File: src/nn_pkg.sv
`default_nettype none

package nn_pkg;

  // default word width in bits
  parameter int WORD_SIZE_DEF = 16;

  // default number of packed channels per vector
  parameter int NUM_CHANNELS_DEF = 4;

  // saturating alu operations
  // neg is used by the abs layer, add by the bias layer
  typedef enum logic [1:0] {
    ALU_NEG = 2'd0,
    ALU_ADD = 2'd1
  } alu_op_e;

endpackage

`default_nettype wire

File: src/ctrl_pkg.sv
`default_nettype none

package ctrl_pkg;

  // occupancy of the one-entry layer register
  typedef enum logic {
    ST_EMPTY = 1'b0,
    ST_FULL  = 1'b1
  } fifo_state_e;

endpackage

`default_nettype wire

File: src/safe_alu.sv
`timescale 1ns/1ps
`default_nettype none

module safe_alu #(
  parameter int WORD_SIZE = 16
) (
  input  logic signed [WORD_SIZE-1:0] a_i,
  input  logic signed [WORD_SIZE-1:0] b_i,
  input  nn_pkg::alu_op_e             op_i,
  output logic signed [WORD_SIZE-1:0] data_o
);

  // clamp limits of the signed range
  localparam logic signed [WORD_SIZE-1:0] MAX_VAL = {1'b0, {(WORD_SIZE-1){1'b1}}};
  localparam logic signed [WORD_SIZE-1:0] MIN_VAL = {1'b1, {(WORD_SIZE-1){1'b0}}};

  // sum with one guard bit
  logic [WORD_SIZE:0] sum_ext;
  // top two bits of the guarded sum disagree on overflow
  logic               add_ovf;

  // sign extend both operands before adding
  assign sum_ext = {a_i[WORD_SIZE-1], a_i} + {b_i[WORD_SIZE-1], b_i};
  assign add_ovf = sum_ext[WORD_SIZE] ^ sum_ext[WORD_SIZE-1];

  always_comb begin
    case (op_i)
      nn_pkg::ALU_NEG: begin
        // most negative code has no positive twin
        if (a_i == MIN_VAL) begin
          data_o = MAX_VAL;
        end else begin
          data_o = -a_i;
        end
      end
      nn_pkg::ALU_ADD: begin
        if (add_ovf) begin
          // guard bit holds the true sign
          if (sum_ext[WORD_SIZE]) begin
            data_o = MIN_VAL;
          end else begin
            data_o = MAX_VAL;
          end
        end else begin
          data_o = sum_ext[WORD_SIZE-1:0];
        end
      end
      default: begin
        // unused opcodes pass a through
        data_o = a_i;
      end
    endcase
  end

endmodule

`default_nettype wire

File: src/single_fifo_ctrl.sv
`timescale 1ns/1ps
`default_nettype none

module single_fifo_ctrl (
  input  logic clk_i,
  input  logic arst_n_i,

  // upstream side
  input  logic valid_i,
  output logic ready_o,

  // downstream side
  output logic valid_o,
  input  logic ready_i,

  // load enable for the data register
  output logic en_o
);

  ctrl_pkg::fifo_state_e state_q;
  ctrl_pkg::fifo_state_e state_d;

  // transfers on each side
  logic in_xfer;
  logic out_xfer;

  // register holds a word only when full
  assign valid_o = (state_q == ctrl_pkg::ST_FULL);

  // helpful consumer
  // accept when empty or when the held word leaves this cycle
  assign ready_o = (state_q == ctrl_pkg::ST_EMPTY) | ready_i;

  assign in_xfer  = valid_i & ready_o;
  assign out_xfer = valid_o & ready_i;

  // load on every accepted word
  assign en_o = in_xfer;

  always_comb begin
    state_d = state_q;
    if (in_xfer) begin
      // new word in, possibly replacing a leaving one
      state_d = ctrl_pkg::ST_FULL;
    end else if (out_xfer) begin
      // drained with nothing behind it
      state_d = ctrl_pkg::ST_EMPTY;
    end
  end

  always_ff @(posedge clk_i or negedge arst_n_i) begin
    if (!arst_n_i) begin
      state_q <= ctrl_pkg::ST_EMPTY;
    end else begin
      state_q <= state_d;
    end
  end

endmodule

`default_nettype wire

File: src/abs_layer.sv
`timescale 1ns/1ps
`default_nettype none

module abs_layer #(
  parameter int WORD_SIZE    = 16,
  parameter int NUM_CHANNELS = 1
) (
  input  logic                                    clk_i,
  input  logic                                    arst_n_i,

  // from previous stage
  input  logic                                    valid_i,
  output logic                                    ready_o,
  input  logic signed [NUM_CHANNELS*WORD_SIZE-1:0] data_i,

  // to next stage
  output logic                                    valid_o,
  input  logic                                    ready_i,
  output logic signed [NUM_CHANNELS*WORD_SIZE-1:0] data_o
);

  // register load enable
  logic en;

  // saturated negation per channel
  logic signed [WORD_SIZE-1:0] neg_w [NUM_CHANNELS];

  single_fifo_ctrl u_ctrl (
    .clk_i    (clk_i),
    .arst_n_i (arst_n_i),
    .valid_i  (valid_i),
    .ready_o  (ready_o),
    .valid_o  (valid_o),
    .ready_i  (ready_i),
    .en_o     (en)
  );

  // one negating alu per channel, b operand unused
  for (genvar g = 0; g < NUM_CHANNELS; g++) begin : g_chan
    safe_alu #(
      .WORD_SIZE (WORD_SIZE)
    ) u_alu (
      .a_i    (data_i[g*WORD_SIZE +: WORD_SIZE]),
      .b_i    ('0),
      .op_i   (nn_pkg::ALU_NEG),
      .data_o (neg_w[g])
    );
  end

  // msb is the sign
  // negative words take the negation, others pass as is
  always_ff @(posedge clk_i) begin
    if (en) begin
      for (int c = 0; c < NUM_CHANNELS; c++) begin
        if (data_i[c*WORD_SIZE + WORD_SIZE - 1]) begin
          data_o[c*WORD_SIZE +: WORD_SIZE] <= neg_w[c];
        end else begin
          data_o[c*WORD_SIZE +: WORD_SIZE] <= data_i[c*WORD_SIZE +: WORD_SIZE];
        end
      end
    end
  end

endmodule

`default_nettype wire

File: src/bias_layer.sv
`timescale 1ns/1ps
`default_nettype none

module bias_layer #(
  parameter int WORD_SIZE    = 16,
  parameter int NUM_CHANNELS = 1
) (
  input  logic                                    clk_i,
  input  logic                                    arst_n_i,

  // from previous stage
  input  logic                                    valid_i,
  output logic                                    ready_o,
  input  logic signed [NUM_CHANNELS*WORD_SIZE-1:0] data_i,

  // static per channel bias
  // held steady while words are in flight
  input  logic signed [NUM_CHANNELS*WORD_SIZE-1:0] bias_i,

  // to next stage
  output logic                                    valid_o,
  input  logic                                    ready_i,
  output logic signed [NUM_CHANNELS*WORD_SIZE-1:0] data_o
);

  // register load enable
  logic en;

  // saturated data plus bias per channel
  logic signed [WORD_SIZE-1:0] sum_w [NUM_CHANNELS];

  single_fifo_ctrl u_ctrl (
    .clk_i    (clk_i),
    .arst_n_i (arst_n_i),
    .valid_i  (valid_i),
    .ready_o  (ready_o),
    .valid_o  (valid_o),
    .ready_i  (ready_i),
    .en_o     (en)
  );

  // adder per channel
  // each bias slice only meets its own data slice
  for (genvar g = 0; g < NUM_CHANNELS; g++) begin : g_chan
    safe_alu #(
      .WORD_SIZE (WORD_SIZE)
    ) u_alu (
      .a_i    (data_i[g*WORD_SIZE +: WORD_SIZE]),
      .b_i    (bias_i[g*WORD_SIZE +: WORD_SIZE]),
      .op_i   (nn_pkg::ALU_ADD),
      .data_o (sum_w[g])
    );
  end

  // output register, loads on accepted word only
  always_ff @(posedge clk_i) begin
    if (en) begin
      for (int c = 0; c < NUM_CHANNELS; c++) begin
        data_o[c*WORD_SIZE +: WORD_SIZE] <= sum_w[c];
      end
    end
  end

endmodule

`default_nettype wire

File: src/layer_chain.sv
`timescale 1ns/1ps
`default_nettype none

module layer_chain #(
  parameter int WORD_SIZE    = nn_pkg::WORD_SIZE_DEF,
  parameter int NUM_CHANNELS = nn_pkg::NUM_CHANNELS_DEF
) (
  input  logic                                    clk_i,
  input  logic                                    arst_n_i,

  // upstream source
  input  logic                                    valid_i,
  output logic                                    ready_o,
  input  logic signed [NUM_CHANNELS*WORD_SIZE-1:0] data_i,

  // per channel bias level
  input  logic signed [NUM_CHANNELS*WORD_SIZE-1:0] bias_i,

  // downstream sink
  output logic                                    valid_o,
  input  logic                                    ready_i,
  output logic signed [NUM_CHANNELS*WORD_SIZE-1:0] data_o
);

  // abs to bias link
  logic                                    mid_valid;
  logic                                    mid_ready;
  logic signed [NUM_CHANNELS*WORD_SIZE-1:0] mid_data;

  // stage one, absolute value
  abs_layer #(
    .WORD_SIZE    (WORD_SIZE),
    .NUM_CHANNELS (NUM_CHANNELS)
  ) u_abs (
    .clk_i    (clk_i),
    .arst_n_i (arst_n_i),
    .valid_i  (valid_i),
    .ready_o  (ready_o),
    .data_i   (data_i),
    .valid_o  (mid_valid),
    .ready_i  (mid_ready),
    .data_o   (mid_data)
  );

  // stage two, bias add
  // two cycle latency end to end when unstalled
  bias_layer #(
    .WORD_SIZE    (WORD_SIZE),
    .NUM_CHANNELS (NUM_CHANNELS)
  ) u_bias (
    .clk_i    (clk_i),
    .arst_n_i (arst_n_i),
    .valid_i  (mid_valid),
    .ready_o  (mid_ready),
    .data_i   (mid_data),
    .bias_i   (bias_i),
    .valid_o  (valid_o),
    .ready_i  (ready_i),
    .data_o   (data_o)
  );

endmodule

`default_nettype wire

File: config.mk
export PLATFORM = sky130hd
export DESIGN_NAME = layer_chain
export DESIGN_NICKNAME = d
export VERILOG_FILES = /design/src/nn_pkg.sv /design/src/ctrl_pkg.sv /design/src/safe_alu.sv /design/src/single_fifo_ctrl.sv /design/src/abs_layer.sv /design/src/bias_layer.sv /design/src/layer_chain.sv
export SDC_FILE = /design/constraint.sdc
export NUM_CORES = 1
export LEC_CHECK = 0
export BUFFER_PORTS_ARGS = -buffer_cell sky130_fd_sc_hd__buf_2
export CORE_UTILIZATION = 50
export DETAILED_ROUTE_END_ITERATION = 10
export PLACE_DENSITY = 0.83
export SLEW_MARGIN = 10
export SYNTH_ARGS = -nofsm -noshare
export SYNTH_HDL_FRONTEND = slang
export SYNTH_SLANG_ARGS = --single-unit
File: constraint.sdc
create_clock -name clk_i -period 3.8 [get_ports clk_i]
set_clock_uncertainty 0.15 [all_clocks]
set_input_delay 0.19 -clock clk_i [delete_from_list [all_inputs] [get_ports clk_i]]
set_output_delay 0.19 -clock clk_i [all_outputs]
set_load 0.02 [all_outputs]
## Word-level counts from Yosys, hierarchy flattened

Cells that the tools add are included.
Widths: inputs -> output; s select.

| word-level totals | value |
|---|---|
| flip-flop bits (word level) | 130 |
| logic and storage cells | 61 |
| output and inout port bits | 66 |
| input port bits | 132 |

| operators by class | value |
|---|---|
| eq/ne operators | 4 |
| bitwise gates (word level) | 15 |
| muxes and demuxes | 20 |
| reduce and logical (&&, ||, !) cells | 6 |
| add/subtract/negate cells | 8 |

Operators by type and width:

| operator | number |
|---|---|
| $mux 16 | 8 |
| $mux 15 | 8 |
| $add 16x16->17 | 4 |
| $eq 16x16->1 const B | 4 |
| $neg 16->16 | 4 |
| $reduce_or 2->1 | 4 |
| $not 1->1 | 6 |
| $mux 1 | 4 |
| $reduce_bool 2->1 | 2 |
| $xor 1x1->1 | 4 |
| $and 1x1->1 | 3 |
| $or 1x1->1 | 2 |

## Logic depth before layout (Yosys ltp)

Gate-level depths: netlist of the first run.

| depth | value |
|---|---|
| word-level depth | 5 |
| mapped depth | 12 |
| mapped depth without buffers | 11 |

## Cells and area by module

Synthesis of the first run repeated with hierarchy kept, for this count alone.

| second synthesis, totals | value |
|---|---|
| cell total of the unflattened synthesis | 2102 |
| area, all modules | 17549.3 µm² |

Modules (own cells, without submodules):

| module | seq. area each (µm²) | times used | cells each | area an instance (µm²) |
|---|---|---|---|---|
| safe_alu at u_abs.g_chan[0].u_alu ... | 0.0 | 5 | 231 | 1561.5 |
| safe_alu at u_bias.g_chan[2].u_alu ... | 0.0 | 2 | 263 | 1672.9 |
| abs_layer | 1921.8 | 1 | 137 | 2891.5 |
| bias_layer | 1921.8 | 1 | 66 | 1929.4 |
| safe_alu at u_abs.g_chan[1].u_alu | 0.0 | 1 | 210 | 1467.7 |
| single_fifo_ctrl | 25.0 | 2 | 4 | 53.8 |

## Worst setup path after synthesis of the first run

No wires, ideal clock.

| timing | value |
|---|---|
| path type | register to register |
| start | register u_bias.u_ctrl.state_q (netlist: u_bias.u_ctrl.valid_o) |
| end | register u_abs.data_o[0], enable pin |
| path slack | 0.932 ns |
| period minus slack after synthesis | 2.868 ns |
| library setup time | 0.429 ns |
| cell stages (with the launch flop) | 3 |
| data arrival time | 2.289 ns |
| required time | 3.221 ns |
| buffers on the path | 0 |
| cell sequence | dfrtp_1 -> nand3b_1 -> and2_1 |

| between the ends | value |
|---|---|
| cells in the longest elaborated chain, start to end | 4 |

RTL lines:

| item | line | text |
|---|---|---|
| start: declaration | single_fifo_ctrl.sv:20 | `ctrl_pkg::fifo_state_e state_q;` |
| start signal: assignment | single_fifo_ctrl.sv:53 | `state_q <= ctrl_pkg::ST_EMPTY;` |
| start signal: assignment | single_fifo_ctrl.sv:55 | `state_q <= state_d;` |
| $not 1->1 | single_fifo_ctrl.sv:32 | `assign ready_o = (state_q == ctrl_pkg::ST_EMPTY) \| ready_i;` |
| $or 1x1->1 (2 in a row) | single_fifo_ctrl.sv:32 |  |
| named net ready_o | layer_chain.sv:13 | `output logic ready_o,` |
| $and 1x1->1 | single_fifo_ctrl.sv:34 | `assign in_xfer = valid_i & ready_o;` |
| named net u_abs.en | abs_layer.sv:23 | `logic en;` |
| end signal: indexed assignment | abs_layer.sv:56 | `data_o[c*WORD_SIZE +: WORD_SIZE] <= neg_w[c];` |
| end signal: indexed assignment | abs_layer.sv:58 | `data_o[c*WORD_SIZE +: WORD_SIZE] <= data_i[c*WORD_SIZE +: WORD_SIZE];` |
| end: declaration | abs_layer.sv:19 | `output logic signed [NUM_CHANNELS*WORD_SIZE-1:0] data_o` |

The timed path passes the listed nets, and every way through them passes these cells.
A chain may end at the register's enable or synchronous reset.

## Worst setup path in the final report of the first run

| timing | value |
|---|---|
| start | register u_abs.data_o[48] |
| end | register u_bias.data_o[60] (data pin) |

| between the ends | value |
|---|---|
| cells in the longest elaborated chain, start to end | 3 |
| elaborated cells on any way between the ends | 4 |
| those cells by class | 1 x add/sub; 2 x mux; 1 x bitwise |

RTL lines:

| item | line | text |
|---|---|---|
| $add 16x16->17 (*) | safe_alu.sv:23 | `assign sum_ext = {a_i[WORD_SIZE-1], a_i} + {b_i[WORD_SIZE-1], b_i};` |
| $mux 16 or $xor 1x1->1 (tied branches) | safe_alu.sv:39, safe_alu.sv:24 |  |
| $mux 16 (*) | safe_alu.sv:37 | `if (add_ovf) begin` |
| named net u_bias.g_chan[3].u_alu.data_o[12] | safe_alu.sv:10 | `output logic signed [WORD_SIZE-1:0] data_o` |
| end signal: indexed assignment | bias_layer.sv:59 | `data_o[c*WORD_SIZE +: WORD_SIZE] <= sum_w[c];` |
| end: declaration | bias_layer.sv:23 | `output logic signed [NUM_CHANNELS*WORD_SIZE-1:0] data_o` |

Mark *: on every way through the listed nets, which the timed path passes. The rest lies on a longest branch.

==> run_results.csv, run 1 <==
group,metric,value,unit
status,status,"completed",
floorplan,dieArea,0.0197,mm^2
critical_path,cpPeakStageDelay,410,ps
detailed_routing,drcViolationCount,0,
timing,finalCriticalPeriod,3290,ps
floorplan,io_pins,198,
critical_path,start_kind,"register",
placement,place_ws,477,ps
floorplan,die_h,140,um
power,power.density,425,mW/mm^2
critical_path,worstSetupPathType,"reg -> reg",
critical_path,crit_fanout,4,
global_route,grt_start_max_net_pins,35,
timing,drv_slew,0,
critical_path,rr_worst_depth,11,
placement,place_congestion,0.921,
timing,fmax,304,MHz
critical_path,cp.arrival,3300,ps
run,drv_cap,0,
synth,synthFlopType,"edfxtp_1",
clock_network,clock-root-buffer,"clkbuf_16",
clock_network,cts_max_level,4,
cells_and_area,drive_gt1_share,21.4,%
cells_and_area,nets,1432,
timing,fin_ws,510,ps
timing,fin_tns_setup,0,ps
synth,postSynth.asyncResetShare,1.54,%
placement,dp_cells,1381,
synth,yosysWarnings,0,
synth,synth_area_per_cell,9.76,um^2
synth,synth.ff_latch_count,130,
floorplan,coreArea,0.0188,mm^2
global_route,grt_pass1_wl,35.5,mm
detailed_routing,dr.first_iter.drc_count,374,
synth,netlist_area,0.00958,mm^2
clock_network,clock_sinks,130,
synth,synthDistinctLibCells,78,
global_route,antenna_found_initial,1,
timing,rsz0062_at_grt,"no",
cells_and_area,nFillCells,1502,
detailed_routing,postRouteAntennaNets,0,
floorplan,rows,50,
floorplan,initial_core_util,51.1,%
critical_path,critPathBufInv,1,
clock_network,cts.clk_slew.worst_paths,60,ps
global_route,first_global_vias,7718,
critical_path,crit_family,"compound AO/OA/AOI/OAI gates",
synth,syn_inst,982,
timing,worst_slew_pin_slew,803,ps
placement,io_buffers,197,
power,peakVddDrop,0.000298,V
critical_path,slowest_stage,"a21boi_0",
detailed_routing,first_pass_iters,5,
cells_and_area,layout.cells.non_filler,1476,
worst_hold_path,min_path_type,"in -> reg",
timing,fin_crit_sh,86.6,%
power,cellLeakagePower,4.99,nW
timing,hold_viol,0,
synth,synth_nets,1186,
critical_path,crit_chain,"ha_1 > inv_1 > fa_1 > nor2b_1 > o31a_1 > o211ai_1 > a21boi_0 > nor4b_1 > a211oi_1 > a21oi_1 > o32a_1",
global_route,globalRouteTotalUtil,22.6,%
cells_and_area,area_growth,24.4,%
clock_network,clock_latency,410,ps
critical_path,critical_path_required,3810,ps
placement,dpl.hpwl,16.2,mm
detailed_routing,detail_route.wl_per_cell,14.9,um
synth,synth-edff-count,128,
detailed_routing,via_per_inst,5.56,
clock_network,cts_buffers,17,
clock_network,cts_resized,0,
clock_network,clock_path_buffers,2,
timing,maxSlewHeadroom,46.5,%
critical_path,crit_path_end_kind,"register",
detailed_routing,wirelength,22.0,mm
critical_path,path_depth,11,
worst_hold_path,hold_depth,3,
clock_network,cts_tree,"built",
timing,setup_violations,0,
synth,yosysSeqAreaShare,40.6,%
global_route,overflow,0,
detailed_routing,vias,8202,
floorplan,dieWidth,140,um
synth_stat cells, types with 3 or more instances:
library cell	instances	area (um^2)
inv_1	43	161
or3_1	15	93.8
a31oi_1	9	56.3
buf_4	3	22.5
ha_1	68	851
nand2_1	113	424
nor3_1	15	75.1
or4_1	10	75.1
a211oi_1	12	90.1
maj3_1	24	240
buf_2	9	45.0
clkbuf_1	24	90.1
edfxtp_1	128	3840
nor4_1	3	18.8
o21a_1	14	105
nand2b_1	14	87.6
a21o_1	20	150
o31ai_1	14	105
nor2b_1	11	68.8
a21boi_0	4	30.0
nand3_1	13	65.1
fa_1	4	80.1
mux2i_1	5	50.1
o311ai_0	3	26.3
a32o_1	3	30.0
and2_1	7	43.8
nor2_1	51	191
o21bai_1	7	52.6
a21oi_1	82	410
nand3b_1	3	22.5
xnor2_1	23	201
and3_1	4	25.0
o211ai_1	5	37.5
nor4b_1	3	26.3
or2_2	8	50.1
o32a_1	5	50.1
o31a_1	3	26.3
o21ai_1	3	15.0
o21ai_0	82	410
o41ai_1	5	43.8
xor2_1	61	534
cell families after synthesis:
| logic type | after synthesis | share of synthesized area [%] |
|---|---|---|
| buffers and inverters | 79 | 3.33 |
| adder cells (fa/ha/maj) | 96 | 12.2 |
| AO/OA/AOI/OAI | 302 | 20.8 |
| multiplexers | 6 | 0.640 |
| flip-flops | 130 | 40.6 |
| XOR/XNOR | 84 | 7.68 |
| AND/OR/NAND/NOR | 285 | 14.7 |
timing repair:
| action | 4_1_cts | 5_1_grt |
|---|---|---|
| setup buffers | 0 | 0 |
| hold endpoints to repair | 61 | 0 |
| hold buffers | 62 | 0 |
cell type report:
type                    instances  area, um^2  share of cell area [%]
multi-input cells             773        5370                    45.1
flip-flops and latches        130        3890                    32.7
repair buffers                263        1640                    13.7
clock buffers                  21         450                    3.78
well taps                     234         293                    2.46
inverters                      43         161                    1.35
clock inverters                11         114                   0.955
diodes                          1        2.50                  0.0210
path summary, 6_finish.rpt:
| path | startpoint | to | slack, ps |
|---|---|---|---|
| max | u_abs.data_o[48] | u_bias.data_o[60] | 510 |
| max in group asynchronous | arst_n_i | u_bias.u_ctrl.valid_o | 2870 |
| min | data_i[49] | u_abs.data_o[49] | 10 |
| min reg2reg | u_abs.u_ctrl.valid_o | u_bias.u_ctrl.valid_o | 350 |
| min in group asynchronous | arst_n_i | u_abs.u_ctrl.valid_o | 510 |
| max reg2reg | u_abs.data_o[48] | u_bias.data_o[60] | 510 |
metrics by stage:
step	power [mW]	utilization (%)	hold WS (ps)	area (um^2)
floorplan	3.05	-	-256	9580
global placement	3.41	57.2	-174	10700
global route	5.34	63.5	18.1	11900
finish	5.07	63.5	15.0	11900
CTS	5.09	63.5	2.70	11900
detailed placement	3.45	57.2	-169	10700
power breakdown:
group | total, mW | switching [mW] | internal, mW | leakage (nW)
clock network | 1.58 | 0.602 | 0.976 | 0.276
registers | 1.88 | 0.0455 | 1.83 | 1.24
logic | 1.61 | 0.956 | 0.659 | 3.48
total | 5.07 | 1.60 | 3.47 | 4.99
sequential cells by signal (all words and copies together) (netlist names):
name                   count
u_abs.data_o              64
u_bias.u_ctrl.valid_o      1
u_abs.u_ctrl.valid_o       1
u_bias.data_o             64
routing by layer:
layer	wire length, um	track usage (%)
met5	13	0
met4	453	8.16
met3	1280	5.64
met2	11100	40.9
met1	9100	25.5
layout by cell type, fill, tap and decap left out, drive strengths merged, types with 4 or more instances in the layout:
| cell | count |
|---|---|
| or3 | 16 |
| and2 | 7 |
| o32a | 5 |
| a31oi | 9 |
| o21ai | 85 |
| dlygate4sd3 | 62 |
| xor2 | 61 |
| nand2 | 113 |
| edfxtp | 128 |
| or2 | 9 |
| or4 | 10 |
| xnor2 | 23 |
| buf | 201 |
| a21o | 20 |
| o31ai | 15 |
| o211ai | 5 |
| o21a | 14 |
| o311ai | 4 |
| a21oi | 84 |
| nor2b | 11 |
| nand3 | 15 |
| a21boi | 5 |
| o21bai | 7 |
| o41ai | 6 |
| maj3 | 24 |
| clkinv | 7 |
| nor3 | 16 |
| inv | 43 |
| fa | 4 |
| mux2i | 5 |
| and3 | 4 |
| clkbuf | 21 |
| a211oi | 13 |
| nor2 | 53 |
| nand2b | 14 |
| ha | 68 |
worst register-to-register path: cells and delay by family (launching register included):
family | cells | cell delay, ps
AOI/OAI and AO/OA | 6 | 1630
adders and majority gates | 2 | 570
DFF | 1 | 330
and+or+nand+nor | 2 | 290
buffers and inverters | 1 | 60
Power figures use the tool's default switching activity.
==> inputs of run 2 (changes only) <==
- PLACE_DENSITY: 0.83 -> 0.86
- clock period: 3.8 -> 3 ns (I/O delays scaled with it)
==> run_results.csv, run 2 (synthesis gave the netlist of run 1 again) <==
group,metric,value,unit
detailed_routing,vias,8709,
placement,place_congestion,0.899,
cells_and_area,final_common_cell,"buf_2",
detailed_routing,first_pass_iters,5,
cells_and_area,nets,1482,
floorplan,io_pins,198,
placement,dp_cells,1405,
detailed_routing,dr.first_iter.drc_count,384,
global_route,antenna_found_initial,0,
timing,worst_slew_pin_slew,582,ps
timing,fin_ws,-40.9,ps
cells_and_area,nFillCells,1390,
timing,drv_slew,0,
timing,maxSlewHeadroom,61.2,%
run,drv_cap,0,
detailed_routing,via_per_inst,5.71,
cells_and_area,final_cell_mix,"buf_2, edfxtp_1, nand2_1",
floorplan,coreArea,0.0188,mm^2
clock_network,clock_sinks,130,
clock_network,cts_tree,"built",
critical_path,worstSetupPathType,"reg -> reg",
floorplan,rows,50,
power,power.density,516,mW/mm^2
floorplan,dieWidth,140,um
timing,fmax,329,MHz
placement,io_buffers,197,
floorplan,dieArea,0.0197,mm^2
timing,setup_violations,1,
cells_and_area,area_growth,31.8,%
global_route,grt_start_max_net_pins,33,
placement,dpl-instance-area,0.0109,mm^2
status,violations,"negative setup slack",
detailed_routing,postRouteAntennaNets,0,
power,cellLeakagePower,5.27,nW
cells_and_area,reg_top3,"u_abs.data_o (64), u_bias.data_o (64)",
global_route,first_global_vias,8265,
clock_network,cts.clk_slew.worst_paths,50,ps
clock_network,cts_buffers,17,
clock_network,clock-root-buffer,"clkbuf_16",
critical_path,critical_path_required,3020,ps
cells_and_area,drive_gt1_share,28.4,%
timing,finalCriticalPeriod,3040,ps
placement,dpl.hpwl,17.1,mm
critical_path,crit_fanout,3,
worst_hold_path,min_path_type,"in -> reg",
power,peakVddDrop,0.000417,V
cells_and_area,layout.cells.non_filler,1525,
timing,hold_viol,0,
clock_network,cts_max_level,4,
status,status,"finished with violations",
global_route,overflow,0,
critical_path,start_kind,"register",
timing,rsz0062_at_grt,"yes",
power,total_power,6.52,mW
global_route,globalRouteTotalUtil,24.0,%
detailed_routing,detail_route.wl_per_cell,16.3,um
detailed_routing,drcViolationCount,0,
timing,fin_crit_sh,101,%
clock_network,clock_latency,430,ps
clock_network,clock_path_buffers,2,
floorplan,die_h,140,um
floorplan,initial_core_util,51.1,%
detailed_routing,wirelength,24.8,mm
critical_path,cp.arrival,3060,ps
critical_path,crit_path_end_kind,"register",
cells_and_area,stdcell_area,0.0126,mm^2
cells_and_area,antennaDiodeCount,0,
global_route,grt_pass1_wl,37.9,mm
[run 2: cell types whose count changed in the layout (fill, tap and decap cells not counted), sizes merged]
| cell | before | now |
|---|---|---|
| buf | 201 | 247 |
| dlygate4sd3 | 62 | 65 |
| bufinv | 2 | 0 |
| clkinv | 7 | 9 |
| clkbuf | 21 | 20 |
| clkinvlp | 2 | 3 |
| diode | 1 | 0 |
| nor2 | 53 | 54 |
[run 2: timing repair]
item,in CTS,in global routing
hold buffers,65,0
hold endpoints to repair,65,0
setup buffers,1,23
resized for setup,6,77
pin swaps,1,39
setup endpoints to repair,17,54
gates cloned,0,1
[run 2: final timing paths]
kind	start	to	slack (ps)	cells past startpoint
worst max-delay path	u_abs.data_o[48]	u_bias.data_o[60]	-40	12
worst min-delay path	data_i[31]	u_abs.data_o[17]	60	2
worst max register to register	u_abs.data_o[48]	u_bias.data_o[60]	-40	12
worst min register to register	u_abs.u_ctrl.valid_o	u_bias.u_ctrl.valid_o	380	1
max in group asynchronous	arst_n_i	u_abs.u_ctrl.valid_o	2110	3
min in group asynchronous	arst_n_i	u_bias.u_ctrl.valid_o	440	3
[run 2: cell type report]
class	instances	area [um^2]	area share, %
clock inverters	12	68.8	0.545
multi-input cells	774	5760	45.6
flip-flops and latches	130	3890	30.8
inverters	43	161	1.28
repair buffers	312	2020	16.0
well taps	234	293	2.32
clock buffers	20	437	3.46
[run 2: critical path: stages, from the launching register on]
cell and delay [ps]:
edfxtp_1 330, ha_2 210, inv_2 50, fa_2 380
nor2b_2 140, o31a_1 220, o211ai_1 180, buf_4 190
a21boi_4 230, nor4b_4 90, a211oi_4 210, a21oi_1 120
o32a_1 310
[run 2: routing by layer]
metal | GRT usage [%] | share of wire, % | wire, um | vias up
met5 | 0 | 0 | 0 | -
met4 | 9.77 | 2.9 | 729 | 0
met3 | 5.98 | 6.2 | 1540 | 58
met2 | 43.4 | 51 | 12700 | 306
met1 | 27.0 | 40 | 9850 | 4087
li1 | - | - | - | 4258
[run 2: power breakdown]
part | switching, mW | internal (mW) | total (mW)
clock | 0.767 | 1.04 | 1.80
sequential | 0.0633 | 2.32 | 2.38
combinational | 1.33 | 1.01 | 2.34
[run 2: through the flow]
stage	worst slack [ps]	utilization [%]	setup TNS [ps]	hold slack, ps
floorplan	132	-	0	-296
global placement	-11.3	58.2	-62.7	-209
detailed placement	-155	58.2	-1250	-204
CTS	2.45	64.5	0	29.0
global route	-169	67.3	-872	76.8
finish	-40.9	67.3	-40.9	59.9
